File: src/msg_pkg.sv
package msg_pkg;

    // ----------------------------------------------------------
    // Record and line geometry
    // ----------------------------------------------------------
    localparam int WORD_W       = 24;
    localparam int WORD_COUNT   = 2;
    localparam int REC_W        = WORD_W * WORD_COUNT;
    localparam int NIB_COUNT    = REC_W / 4;
    localparam int DIG_PER_WORD = WORD_W / 4;
    localparam int LINE_LEN     = NIB_COUNT + (WORD_COUNT - 1) + 2; // Digits, separators, CR LF
    localparam int DIG_W        = $clog2(DIG_PER_WORD);
    localparam int WORD_IDX_W   = $clog2(WORD_COUNT);

    // ----------------------------------------------------------
    // Character FIFO and UART
    // ----------------------------------------------------------
    localparam int FIFO_DEPTH = 8;                      // Also the initial credit count
    localparam int PTR_W      = $clog2(FIFO_DEPTH);
    localparam int CRED_W     = $clog2(FIFO_DEPTH + 1);
    localparam int BAUD_DIV   = 4;                      // Clocks per bit
    localparam int BAUD_W     = $clog2(BAUD_DIV);

    localparam logic [7:0] CH_SEP  = "_";
    localparam logic [7:0] CH_CR   = 8'h0D;
    localparam logic [7:0] CH_LF   = 8'h0A;
    localparam logic [7:0] CH_DIG0 = "0";
    localparam logic [7:0] CH_HEXA = "A";

    // Word 0 and nibble 0 are the most significant, printed first
    typedef union packed {
        logic [0:WORD_COUNT-1][WORD_W-1:0] words;
        logic [0:NIB_COUNT-1][3:0]         nibbles;
    } msg_rec_u;

    typedef struct packed {
        logic       valid;
        logic [7:0] code;
    } msg_char_t;

endpackage

File: src/char_fifo.sv
`timescale 1ns/100ps

module char_fifo (
    input  logic               CLK,
    input  logic               RST,
    input  msg_pkg::msg_char_t i_char,
    output msg_pkg::msg_char_t o_head,
    input  logic               i_pop,
    output logic               o_credit
);
    import msg_pkg::*;

    logic [7:0]        mem [FIFO_DEPTH];
    logic [PTR_W-1:0]  wr_ptr;
    logic [PTR_W-1:0]  rd_ptr;
    logic [CRED_W-1:0] count;
    logic              wr;
    logic              rd;

    assign wr = i_char.valid;                   // Credits keep this below depth
    assign rd = i_pop && (count != '0);

    function automatic logic [PTR_W-1:0] ptr_next(input logic [PTR_W-1:0] ptr);
        return (ptr == PTR_W'(FIFO_DEPTH - 1)) ? '0 : ptr + 1'b1;
    endfunction

    always_ff @(posedge CLK or posedge RST) begin
        if (RST) begin
            wr_ptr <= '0;
            rd_ptr <= '0;
            count  <= '0;
        end else begin
            if (wr) begin
                wr_ptr <= ptr_next(wr_ptr);
            end
            if (rd) begin
                rd_ptr <= ptr_next(rd_ptr);
            end
            case ({wr, rd})
                2'b10:   count <= count + 1'b1;
                2'b01:   count <= count - 1'b1;
                default: count <= count;
            endcase
        end
    end

    always_ff @(posedge CLK) begin
        if (wr) begin
            mem[wr_ptr] <= i_char.code;
        end
    end

    assign o_head   = '{valid: (count != '0), code: mem[rd_ptr]};
    assign o_credit = rd;                       // One credit back per pop

endmodule

File: src/message_formatter.sv
`timescale 1ns/100ps

module message_formatter (
    input  logic               CLK,
    input  logic               RST,
    input  msg_pkg::msg_rec_u  i_rec,
    input  logic               i_rec_full,
    output logic               o_take,
    output msg_pkg::msg_char_t o_char,
    input  logic               i_credit
);
    import msg_pkg::*;

    typedef enum logic [2:0] {
        ST_IDLE,
        ST_HEX,
        ST_SEP,
        ST_CR,
        ST_LF
    } state_t;

    state_t                state;
    msg_rec_u              sr;
    logic [DIG_W-1:0]      digit_cnt;
    logic [WORD_IDX_W-1:0] word_cnt;
    logic [CRED_W-1:0]     credit_cnt;
    logic                  has_credit;
    logic                  emit;
    logic                  char_valid;
    logic [7:0]            char_code;
    logic [7:0]            next_code;

    function automatic logic [7:0] hex_char(input logic [3:0] nib);
        if (nib < 4'd10) begin
            return CH_DIG0 + 8'(nib);
        end
        return CH_HEXA + 8'(nib) - 8'd10;
    endfunction

    assign has_credit = (credit_cnt != '0);
    assign emit       = has_credit && (state != ST_IDLE);
    assign o_take     = (state == ST_IDLE) && i_rec_full && has_credit;

    always_comb begin
        case (state)
            ST_SEP:  next_code = CH_SEP;
            ST_CR:   next_code = CH_CR;
            ST_LF:   next_code = CH_LF;
            default: next_code = hex_char(sr.nibbles[0]);
        endcase
    end

    // ----------------------------------------------------------
    // Line sequencing
    // ----------------------------------------------------------
    always_ff @(posedge CLK or posedge RST) begin
        if (RST) begin
            state     <= ST_IDLE;
            digit_cnt <= '0;
            word_cnt  <= '0;
        end else begin
            case (state)
                ST_IDLE: if (o_take) begin
                    state     <= ST_HEX;
                    digit_cnt <= DIG_W'(DIG_PER_WORD - 1);
                    word_cnt  <= WORD_IDX_W'(WORD_COUNT - 1);
                end
                ST_HEX: if (has_credit) begin
                    if (digit_cnt == '0) begin
                        state <= (word_cnt == '0) ? ST_CR : ST_SEP;  // Last word ends the line
                    end else begin
                        digit_cnt <= digit_cnt - 1'b1;
                    end
                end
                ST_SEP: if (has_credit) begin
                    state     <= ST_HEX;
                    digit_cnt <= DIG_W'(DIG_PER_WORD - 1);
                    word_cnt  <= word_cnt - 1'b1;
                end
                ST_CR:   if (has_credit) state <= ST_LF;
                ST_LF:   if (has_credit) state <= ST_IDLE;
                default: state <= ST_IDLE;
            endcase
        end
    end

    // Nibble shifter, top nibble is the next digit
    always_ff @(posedge CLK) begin
        if (o_take) begin
            sr <= i_rec;
        end else if ((state == ST_HEX) && has_credit) begin
            sr.nibbles <= {sr.nibbles[1:NIB_COUNT-1], 4'h0};
        end
    end

    // ----------------------------------------------------------
    // Credits and character output
    // ----------------------------------------------------------
    always_ff @(posedge CLK or posedge RST) begin
        if (RST) begin
            credit_cnt <= CRED_W'(FIFO_DEPTH);
            char_valid <= 1'b0;
        end else begin
            char_valid <= emit;
            case ({emit, i_credit})
                2'b10:   credit_cnt <= credit_cnt - 1'b1;
                2'b01:   credit_cnt <= credit_cnt + 1'b1;
                default: credit_cnt <= credit_cnt;      // Spend and return cancel
            endcase
        end
    end

    always_ff @(posedge CLK) begin
        if (emit) begin
            char_code <= next_code;
        end
    end

    assign o_char = '{valid: char_valid, code: char_code};

endmodule

File: src/sample_capture.sv
`timescale 1ns/100ps

module sample_capture (
    input  logic              CLK,
    input  logic              RST,
    input  logic              i_sample_stb,
    input  msg_pkg::msg_rec_u i_sample,
    input  logic              i_take,
    output msg_pkg::msg_rec_u o_rec,
    output logic              o_rec_full,
    output logic [7:0]        o_drop_count
);
    import msg_pkg::*;

    logic     rec_full;
    logic [7:0] drop_count;
    msg_rec_u rec;
    logic     load;

    assign load = i_sample_stb && !rec_full;

    always_ff @(posedge CLK or posedge RST) begin
        if (RST) begin
            rec_full <= 1'b0;
        end else if (load) begin
            rec_full <= 1'b1;
        end else if (i_take) begin
            rec_full <= 1'b0;                   // Formatter has the record
        end
    end

    // Strobe meets a held record
    always_ff @(posedge CLK or posedge RST) begin
        if (RST) begin
            drop_count <= 8'd0;
        end else if (i_sample_stb && rec_full && (drop_count != 8'hFF)) begin
            drop_count <= drop_count + 8'd1;
        end
    end

    always_ff @(posedge CLK) begin
        if (load) begin
            for (int w = 0; w < WORD_COUNT; w++) begin
                rec.words[w] <= i_sample.words[w];
            end
        end
    end

    assign o_rec        = rec;
    assign o_rec_full   = rec_full;
    assign o_drop_count = drop_count;

endmodule

File: src/telemetry_uart_top.sv
`timescale 1ns/100ps

module telemetry_uart_top (
    input  logic              CLK,
    input  logic              RST,
    input  logic              i_sample_stb,
    input  msg_pkg::msg_rec_u i_sample,
    output logic              o_txd,
    output logic [7:0]        o_drop_count
);
    import msg_pkg::*;

    msg_rec_u  rec;
    logic      rec_full;
    logic      take;
    msg_char_t fmt_char;
    msg_char_t fifo_head;
    logic      pop;
    logic      credit;

    sample_capture u_capture (
        .CLK          (CLK),
        .RST          (RST),
        .i_sample_stb (i_sample_stb),
        .i_sample     (i_sample),
        .i_take       (take),
        .o_rec        (rec),
        .o_rec_full   (rec_full),
        .o_drop_count (o_drop_count)
    );

    message_formatter u_fmt (
        .CLK        (CLK),
        .RST        (RST),
        .i_rec      (rec),
        .i_rec_full (rec_full),
        .o_take     (take),
        .o_char     (fmt_char),
        .i_credit   (credit)
    );

    char_fifo u_fifo (
        .CLK      (CLK),
        .RST      (RST),
        .i_char   (fmt_char),
        .o_head   (fifo_head),
        .i_pop    (pop),
        .o_credit (credit)
    );

    uart_tx u_tx (
        .CLK    (CLK),
        .RST    (RST),
        .i_head (fifo_head),
        .o_pop  (pop),
        .o_txd  (o_txd)
    );

endmodule

File: src/uart_tx.sv
`timescale 1ns/100ps

module uart_tx (
    input  logic               CLK,
    input  logic               RST,
    input  msg_pkg::msg_char_t i_head,
    output logic               o_pop,
    output logic               o_txd
);
    import msg_pkg::*;

    logic              busy;
    logic [BAUD_W-1:0] baud_cnt;
    logic [3:0]        bit_cnt;
    logic [8:0]        shreg;                   // Data bits then stop bit
    logic              txd;
    logic              bit_end;
    logic              frame_end;

    assign bit_end   = (baud_cnt == '0);
    assign frame_end = busy && bit_end && (bit_cnt == 4'd9);
    assign o_pop     = i_head.valid && (!busy || frame_end);  // Back to back frames

    always_ff @(posedge CLK or posedge RST) begin
        if (RST) begin
            busy     <= 1'b0;
            baud_cnt <= '0;
            bit_cnt  <= '0;
            txd      <= 1'b1;
        end else if (o_pop) begin
            busy     <= 1'b1;
            baud_cnt <= BAUD_W'(BAUD_DIV - 1);
            bit_cnt  <= '0;
            txd      <= 1'b0;                   // Start bit
        end else if (frame_end) begin
            busy <= 1'b0;
        end else if (busy) begin
            if (bit_end) begin
                baud_cnt <= BAUD_W'(BAUD_DIV - 1);
                bit_cnt  <= bit_cnt + 4'd1;
                txd      <= shreg[0];
            end else begin
                baud_cnt <= baud_cnt - 1'b1;
            end
        end
    end

    // LSB first
    always_ff @(posedge CLK) begin
        if (o_pop) begin
            shreg <= {1'b1, i_head.code};
        end else if (busy && bit_end) begin
            shreg <= {1'b1, shreg[8:1]};
        end
    end

    assign o_txd = txd;

endmodule
File: config.mk
export PLATFORM = sky130hd
export DESIGN_NAME = telemetry_uart_top
export DESIGN_NICKNAME = d
export VERILOG_FILES = /design/src/msg_pkg.sv /design/src/char_fifo.sv /design/src/message_formatter.sv /design/src/sample_capture.sv /design/src/telemetry_uart_top.sv /design/src/uart_tx.sv
export SDC_FILE = /design/constraint.sdc
export NUM_CORES = 1
export LEC_CHECK = 0
export BUFFER_PORTS_ARGS = -buffer_cell sky130_fd_sc_hd__buf_2
export CAP_MARGIN = 30
export CORE_MARGIN = 5
export CORE_UTILIZATION = 60
export CTS_CLUSTER_DIAMETER = 30
export CTS_CLUSTER_SIZE = 25
export DETAILED_ROUTE_END_ITERATION = 12
export PLACE_DENSITY = 0.79
export SYNTH_ARGS = -nofsm -noshare
export SYNTH_HDL_FRONTEND = slang
export SYNTH_SLANG_ARGS = --single-unit
File: constraint.sdc
create_clock -name CLK -period 16.15 [get_ports CLK]
set_clock_uncertainty 0.05 [all_clocks]
set_input_delay 4.845 -clock CLK [delete_from_list [all_inputs] [get_ports CLK]]
set_output_delay 4.845 -clock CLK [all_outputs]
set_load 0.05 [all_outputs]
**Yosys cells after proc, flatten, opt, wreduce, memory -nomap -nowiden**

Memory sizes are Yosys's and may differ from the RTL's.
Cells that the tools add are included.

- Order comparisons: 1
- $add $sub $neg: 14
- Bitwise logic cells: 0
- Div/mod/pow operators: 0
- Shift operators: 0
- Mux-type cells: 47
- Multipliers: 0
- Reductions and logical operators: 36
- Equality and inequality tests: 20

Operator list:

| kind | count |
|---|---|
| 2-to-1 mux 48 bit | 2 |
| 2-to-1 mux 3 bit | 12 |
| 2-to-1 mux 8 bit | 4 |
| one-hot mux 8 bit (3 select lines) | 1 |
| nonzero test 2 bit | 9 |
| 2-to-1 mux 4 bit | 4 |
| one-hot mux 4 bit (2 select lines) | 2 |
| 2-to-1 mux 1 bit | 15 |
| one-hot mux 3 bit (5 select lines) | 1 |
| adder 4 x 1 -> 4 bit, second input constant | 3 |
| logical AND 1 bit | 11 |
| != test 2 x 1 -> 1 bit, second input constant | 5 |
| equality test 3 bit, second input constant | 3 |
| one-hot mux 3 bit (3 select lines) | 1 |
| adder 7 x 4 -> 8 bit, first input constant | 1 |
| adder 8 x 1 -> 8 bit, second input constant | 1 |
| 2-to-1 mux 2 bit | 4 |
| != test 8 bit, second input constant | 1 |
| nonzero test 4 bit | 2 |
| subtractor 4 x 1 -> 4 bit, second input constant | 2 |
| subtractor 8 x 4 -> 8 bit, second input constant | 1 |
| adder 6 x 4 -> 7 bit, first input constant | 1 |
| adder 3 x 1 -> 3 bit, second input constant | 2 |
| equality test 3 x 2 -> 1 bit, second input constant | 2 |
| other kinds (20) | 28 |

- Bits of input ports: 51
- Logic and storage cells: 137
- ROM bits: 0
- Memories kept: 1
- Register bits after elaboration: 151
- Output and inout bits: 9
- Latch bits: 0
- Memory bits (writable): 64

Memory list:

| name | words | bits a word | read ports | clocked after memory_dff | wr ports | RTL line | source |
|---|---|---|---|---|---|---|---|
| u_fifo.mem | 8 | 8 | 1 | 0 | 1 | char_fifo.sv:13 | `logic [7:0] mem [FIFO_DEPTH];` |

**Depth between registers and ports, before layout**

Gate-level depths: netlist of run 1.

- Word-level depth: 8
- Depth in mapped cells: 12
- Depth with buffers taken out: 11

**Cells and area by module**

From an unflattened synthesis of run 1, not the netlist that was laid out.

- Cells, all modules: 529
- Area total of the unflattened synthesis: 9217.6 um^2

Modules (own cells, without submodules):

| module | instances | sequential area each (um^2) | cells an instance | area each (um^2) |
|---|---|---|---|---|
| message_formatter | 1 | 1953.1 | 217 | 3323.2 |
| char_fifo | 1 | 2172.1 | 161 | 3159.3 |
| sample_capture | 1 | 1666.6 | 85 | 1884.3 |
| uart_tx | 1 | 441.7 | 66 | 850.8 |

**Worst setup path after synthesis of run 1**

OpenSTA, ideal clock, no wires.

- Path type: in2reg
- Start point: input i_sample_stb
- End point: register u_capture.rec (netlist bit u_capture.o_rec[0]), enable pin
- Buffers on the path: 0
- Data arrival time: 6.976 ns
- Data required time: 15.641 ns
- Cell stages on the path: 1
- Setup slack: 8.665 ns
- Setup time: 0.459 ns
- Cell sequence: nor2b_1

- Word-level cells in the longest chain between the ends: 1

RTL lines:

| what | RTL line | source |
|---|---|---|
| start: declaration | telemetry_uart_top.sv:6 | `input logic i_sample_stb,` |
| logical AND 1 bit | sample_capture.sv:20 | `assign load = i_sample_stb && !rec_full;` |
| end: declaration | sample_capture.sv:17 | `msg_rec_u rec;` |

No other way between the ends.
A chain may end at the register's enable or synchronous reset.

**Worst setup path in the final report of run 1**

- Start point: register u_tx.txd (netlist: u_tx.o_txd)
- End point: output o_txd

RTL lines:

| what | RTL line | source |
|---|---|---|
| start: declaration | uart_tx.sv:16 | `logic txd;` |
| start signal: assignment | uart_tx.sv:41 | `txd <= shreg[0];` |
| end: declaration | telemetry_uart_top.sv:8 | `output logic o_txd,` |

No word-level cell between the ends.

==> summary.md, run 1 <==
| Metric | Value |
|---|---|
| Run status | `finished clean` |
| DRT Wirelength | `14,500 um` |
| CP cell instances | `buf_2` |
| Largest family of logic cells by synthesized area | `multiplexers` |
| Synthesis-stage register bit count | `approximately 200` |
| Chip Height | `128 um` |
| Sequential area share after synthesis | `0.713` |
| Worst path arrival time | `1.26 ns` |
| Post-Synth Simple-Gate Area | `0.0640` |
| CTS Buf Count | `37` |
| Initial Util | `0.608` |
| Critical Path RT | `11.26 ns` |
| Tot GR Track Use | `0.184` |
| Vias per cell | `approximately 5.6` |
| Fin. max-slew vios | `0` |
| Hold/Removal Path Class | `flop to flop` |
| Bufs on Longest Clock Path | `3` |
| First-pass GRT wire length | `23,800 um` |
| R2R Path End | `u_fmt.credit_cnt[3]$_DFFE_PP1P_` |
| Flop pwr share | `0.412` |
| DIE WIDTH | `128 um` |
| Final period util | `0.381` |
| GP Congestion | `0.775` |
| Reg2reg start | `u_fifo.count[0]$_DFFE_PP0P_` |
| Setup bufs post-CTS | `0` |
| P_sw | `307 uW` |
| Worst Setup SP | `u_tx.o_txd$_DFFE_PP1P_` |
| CTS Hold Bufs | `0` |
| CP Buf/Inv Count | `1` |
| CP endpoint | `o_txd` |
| Worst-margin pin slew | `a little under 1 ns` |
| Max Cap Viol | `0` |
| Die ar. | `about 0.016 sq mm` |
| Overflow after GRT | `0` |
| Clk pwr share | `0.546` |
| Power Density | `140 mW/mm^2` |
| Synth Area in Adders | `0.0301` |
| Min Clock Period, post-route | `approximately 6.2 ns` |
| Max-Slew Margin vs Limit | `0.351` |
| Clk sinks | `206` |
| Antenna violations before repair | `0` |
| Layout cells sized above 1 | `0.295` |
| CTS tree | `yes` |
| Setup TNS | `0 ns` |
| Reg2Reg Setup Slack | `12.81 ns` |
| Peak VDD IR | `114 uV` |
| Vias in the first global route | `4,771` |
| CP max stage delay | `0.52 ns` |
| Mapped Cells | `512` |
| Placement Rows | `43` |
| Unrepaired setup endpoints after global routing | `no` |
| Synth cell types | `51` |
| Total iterations of the first detailed-routing run | `4` |
| Synth Area in XOR/XNOR | `0.0115` |
| Area grow syn2layout | `21.2%` |
| CP startpoint kind | `flop` |
| CTS resizes | `0` |
| IO Count | `60` |
| Antenna Cells | `0` |
| Syn_nets | `582` |
| Int Pwr | `1120 uW` |
| Hpwl dp | `approximately 8700 um` |
| Crit-path max FO | `2` |
| Synth Cell Area | `0.00840 sq mm` |
| Nets@finish | `around 670` |
| IO Port Bufs | `59` |
| Synth Area in Compound Gates | `0.0422` |
| Initial drt markers | `266` |
| Core area | `0.0138 sq mm` |
| CP endpoint kind | `output port` |
| Wire per inst | `18.0 um` |
| CTS root buf | `clkbuf_16` |
| Setup CP Type | `flop to output port` |
| # setup viols final | `0` |
| Leak | `0.00353 uW` |
| Worst skew pair latency | `0.50 ns` |
| Multiplexer area fraction after synthesis | `0.118` |
| Worst-case reg-to-reg path depth | `10` |
| Crit. path cell count | `1` |
| Fmax | `around 160 MHz` |
| Post-synthesis async set-or-reset flop share | `0.189` |
| Sw frac | `0.215` |
| Number of synthesized flops with an enable pin | `between 150 and 200` |
| Hold Fails Final Rpt | `0` |
| Syn avg cell area | `16.4 sq um` |
| CP delay by family, top | `flip-flops` |
| Largest net degree at the start of global routing | `51` |
| Vias | `4,491` |
| Highest-delay cell along the critical path | `dfstp_2` |
| Min Hold Slack | `0.409 ns` |
| H-tree levels | `2` |
| Ys Warns | `0` |
| Clock transition at path regs | `0.04 ns` |
| Comb pwr share | `0.042` |
| Routed Antenna Nets | `0` |
| Detailed-route DRC error count | `0` |
| Main synth FF type | `edfxtp_1` |
how the worst min path moves through the flow:
stage                                  end  cells past startpoint                    start
floorplan           u_tx.o_txd$_DFFE_PP1P_                      2  u_tx.shreg[0]$_DFFE_PP_
finish              u_tx.o_txd$_DFFE_PP1P_                      2  u_tx.shreg[0]$_DFFE_PP_
global placement    u_tx.o_txd$_DFFE_PP1P_                      2  u_tx.shreg[0]$_DFFE_PP_
global route        u_tx.o_txd$_DFFE_PP1P_                      2  u_tx.shreg[0]$_DFFE_PP_
CTS                 u_tx.o_txd$_DFFE_PP1P_                      2  u_tx.shreg[0]$_DFFE_PP_
detailed placement  u_tx.o_txd$_DFFE_PP1P_                      2  u_tx.shreg[0]$_DFFE_PP_
cell families after synthesis:
logic type | after synthesis
simple gates | 102
fa+ha+maj | 19
buf+inv | 41
mux | 75
xor+xnor | 11
compound gates | 58
flops | 206
cells in the mapped netlist, types with 6 or more instances:
cell / count / area (sq um)
a21oi_1: 20 / 100
and3_1: 6 / 37.5
clkbuf_1: 8 / 30.0
dfrtp_1: 37 / 926
edfxtp_1: 167 / 5010
ha_1: 17 / 213
inv_1: 24 / 90.1
mux2_1: 14 / 158
mux2_2: 37 / 417
mux2i_1: 10 / 100
mux4_2: 14 / 315
nand2_1: 18 / 67.6
nand3_1: 11 / 55.1
nor2_1: 33 / 124
nor3_1: 7 / 35.0
o21ai_0: 18 / 90.1
xnor2_1: 10 / 87.6
power groups by stage:
stage / Combinational, uW / Clock (uW) / Sequential [uW]
after floorplan: 15.2 / 0 / 623
after global placement: 60.2 / 0 / 596
after detailed placement: 61.4 / 0 / 598
after CTS: 61.5 / 791 / 588
after global routing: 64.8 / 822 / 589
final: 60.5 / 779 / 588
flip-flops by register name, summed over array words and instances (netlist names), 2 cells and up:
register                flops
u_capture.o_drop_count      8
u_capture.o_rec            48
u_fifo.count                4
u_fifo.mem                 56
u_fifo.rd_ptr               3
u_fifo.wr_ptr               3
u_fmt.char_code             7
u_fmt.credit_cnt            4
u_fmt.digit_cnt             3
u_fmt.sr                   48
u_fmt.state                 3
u_tx.baud_cnt               2
u_tx.bit_cnt                4
u_tx.shreg                  8
stage by stage:
stage	setup WS (ns)	power, uW	utilization	std cells	instance area (sq um)
CTS	9.97	1440	0.734	805	10200
detailed placement	10.09	660	0.642	738	8880
global placement	10.10	656	0.642	738	8880
global route	9.95	1480	0.737	807	10200
finish	9.99	1430	0.737	807	10200
floorplan	8.67	639	-	512	8400
final cells by class:
cell class                      instances  area, sq um
Sequential cell                       206         5990
Fill cell                             776         3640
Multi-Input combinational cell        265         2250
Clock buffer                           42          955
Timing Repair Buffer                   65          358
Clock inverter                         25          314
Tap cell                              180          225
Inverter                               24         90.1
per-layer routing:
metal,global-route usage,vias to the layer above,routed length (um)
met2,0.325,90,7860
li1,-,2127,-
met1,0.221,2252,5790
met5,0,-,0
met3,0.0446,22,610
met4,0.0649,0,236
cell usage in the layout (no fill, tap or decap), types with 4 or more instances in the layout:
cell type,netlist,final
edfxtp_1,167,167
buf_2,3,60
mux2_2,37,37
clkbuf_16,0,37
dfrtp_1,37,37
nor2_1,33,33
inv_1,24,24
a21oi_1,20,20
nand2_1,18,18
o21ai_0,18,17
ha_1,17,17
mux4_2,14,14
mux2_1,14,14
nand3_1,11,11
mux2i_1,10,10
xnor2_1,10,10
nor3_1,7,7
clkinvlp_4,0,7
and3_1,6,6
bufinv_16,0,6
nand2b_1,5,5
clkinv_1,0,4
clkbuf_1,8,4
clkinv_2,0,4
buf_4,5,4
Power figures use the tool's default switching activity.
==> inputs of run 2 (changes only) <==
Clock period 16.15 ns to 6.13 ns, I/O delays scaled along.
==> summary.md, run 2 (synthesis gave the netlist of run 1 again) <==
| Metric | Value |
|---|---|
| Run status | `finished clean (unchanged)` |
| Fmax | `300 MHz` |
| Core area | `0.0138 sq mm (unchanged)` |
| Total iterations of the first detailed-routing run | `4 (unchanged)` |
| Antenna Cells | `0 (unchanged)` |
| Critical Path RT | `6.51 ns (was 11.26 ns)` |
| CTS Buf Count | `38 (was 37)` |
| Vias per cell | `5.59 (was 5.57)` |
| Peak VDD IR | `254 uV (was 114 uV)` |
| GP Congestion | `0.769 (was 0.775)` |
| CTS Hold Bufs | `0 (unchanged)` |
| Initial Util | `0.608 (unchanged)` |
| Vias | `4,519 (was 4,491)` |
| Detailed-route DRC error count | `0 (unchanged)` |
| CP startpoint kind | `flop (unchanged)` |
| Die ar. | `0.0165 sq mm (unchanged)` |
| Vias in the first global route | `4,794 (was 4,771)` |
| Crit-path max FO | `23 (was 2)` |
| Largest net degree at the start of global routing | `51 (unchanged)` |
| IO Count | `60 (unchanged)` |
| Routed Antenna Nets | `0 (unchanged)` |
| CTS tree | `yes (unchanged)` |
| Setup TNS | `0 ns (unchanged)` |
| Initial drt markers | `230 (was 266)` |
| CP endpoint kind | `flop (was output port)` |
| Hold/Removal Path Class | `flop to flop (unchanged)` |
| Clk sinks | `206 (unchanged)` |
| Placement Rows | `43 (unchanged)` |
| Min Clock Period, post-route | `3.34 ns` |
| Total power | `3640 uW (was 1430 uW)` |
| Setup CP Type | `flop to flop (was flop to output port)` |
| Worst-margin pin slew | `0.745 ns (was 0.966 ns)` |
| First-pass GRT wire length | `23,300 um (was 23,800 um)` |
| Tot GR Track Use | `0.181 (was 0.184)` |
| Chip Height | `128 um (unchanged)` |
| Final period util | `0.545` |
| Biggest register | `u_fifo.mem (unchanged)` |
| Wire per inst | `17.9 um (was 18.0 um)` |
| Power Density | `359 mW/mm^2 (was 140 mW/mm^2)` |
| Filler cells | `784 (was 776)` |
| Most common cell after layout, fill and taps aside | `edfxtp_1 (unchanged)` |
| Layout cells sized above 1 | `0.304 (was 0.295)` |
| Area grow syn2layout | `20.7% (was 21.2%)` |
| Hpwl dp | `8680 um (was 8750 um)` |
| Setup bufs post-CTS | `0 (unchanged)` |
| Hold Fails Final Rpt | `0 (unchanged)` |
| Overflow after GRT | `0 (unchanged)` |
| Bufs on Longest Clock Path | `3 (unchanged)` |
| Commonest cells after routing, fill and taps aside | `edfxtp_1, buf_2, clkbuf_16 (was edfxtp_1, buf_2, mux2_2, clkbuf_16, dfrtp_1)` |
| Utilization after layout | `0.733 (was 0.737)` |
| DP Area | `0.00889 sq mm (was 0.00888 sq mm)` |
| Worst path arrival time | `3.72 ns (was 1.26 ns)` |
| Design area | `0.0101 sq mm (was 0.0102 sq mm)` |
| CTS resizes | `0 (unchanged)` |
| Fin. max-slew vios | `0 (unchanged)` |
| IO Port Bufs | `59 (unchanged)` |
| DRT Wirelength | `14,500 um (about the same)` |
| Max-Slew Margin vs Limit | `0.501 (was 0.351)` |
| Nets@finish | `671 (was 669)` |
| Antenna violations before repair | `0 (unchanged)` |
| DIE WIDTH | `128 um (unchanged)` |
| Worst skew pair latency | `0.51 ns (was 0.50 ns)` |
| # setup viols final | `0 (unchanged)` |
| Unrepaired setup endpoints after global routing | `no (unchanged)` |
| Leak | `0.00352 uW (was 0.00353 uW)` |
| H-tree levels | `2 (unchanged)` |
| Max Cap Viol | `0 (unchanged)` |
| Clock transition at path regs | `0.05 ns (was 0.04 ns)` |
| CTS root buf | `clkbuf_16 (unchanged)` |
| Max reg flops | `56 (unchanged)` |
-- run 2: stage by stage --
step                      setup slack, ns  instances  hold slack [ns]
final                                2.79        809            0.400
after detailed placement             2.81        739            0.391
after floorplan                      1.05        512            0.366
after global routing                 2.60        809            0.434
after CTS                            2.80        807            0.403
after global placement               3.04        738            0.385
-- run 2: worst paths after layout --
| check | startpoint | to | slack [ns] | depth (start not counted) |
|---|---|---|---|---|
| worst max-delay path | u_fifo.count[0]$_DFFE_PP0P_ | u_fmt.credit_cnt[3]$_DFFE_PP1P_ | 2.79 | 10 |
| worst min-delay path | u_tx.shreg[0]$_DFFE_PP_ | u_tx.o_txd$_DFFE_PP1P_ | 0.40 | 2 |
| worst max register to register | u_fifo.count[0]$_DFFE_PP0P_ | u_fmt.credit_cnt[3]$_DFFE_PP1P_ | 2.79 | 10 |
| worst min register to register | u_tx.shreg[0]$_DFFE_PP_ | u_tx.o_txd$_DFFE_PP1P_ | 0.40 | 2 |
| max in group asynchronous | RST | u_tx.o_txd$_DFFE_PP1P_ | 4.26 | 3 |
| min in group asynchronous | RST | u_fifo.count[3]$_DFFE_PP0P_ | 1.40 | 3 |
-- run 2: layout make-up --
cell class                 count  area (sq um)  share of cell area
sequential                   206          5990               0.591
tap                          180           225              0.0222
inverter                      24          90.1             0.00888
clock buffer                  38           951              0.0938
timing repair buffer          66           365              0.0360
clock inverter                30           265              0.0262
multi-input combinational    265          2250               0.222
-- run 2: worst max-delay path: stages (launching register included) --
cell and delay (ns):
dfrtp_1 0.41, or4_1 0.60, a21boi_1 0.16, buf_4 0.22
ha_1 0.25, inv_1 0.16, ha_1 0.26, a21o_1 0.21
a2111oi_0 0.50, a31oi_1 0.09, a221o_1 0.34
-- run 2: layer usage --
metal  vias up  GRT usage  part of all wire
met5         -          0                 0
met4         0     0.0693             0.016
met2       121      0.323              0.54
li1       2138          -                 -
met1      2240      0.212              0.40
met3        20     0.0446             0.046
-- run 2: power by group --
| part | switching (uW) | internal [uW] |
|---|---|---|
| Combinational | 110 | 50.7 |
| Sequential | 23.9 | 1520 |
| Clock | 730 | 1210 |
| Total | 864 | 2780 |
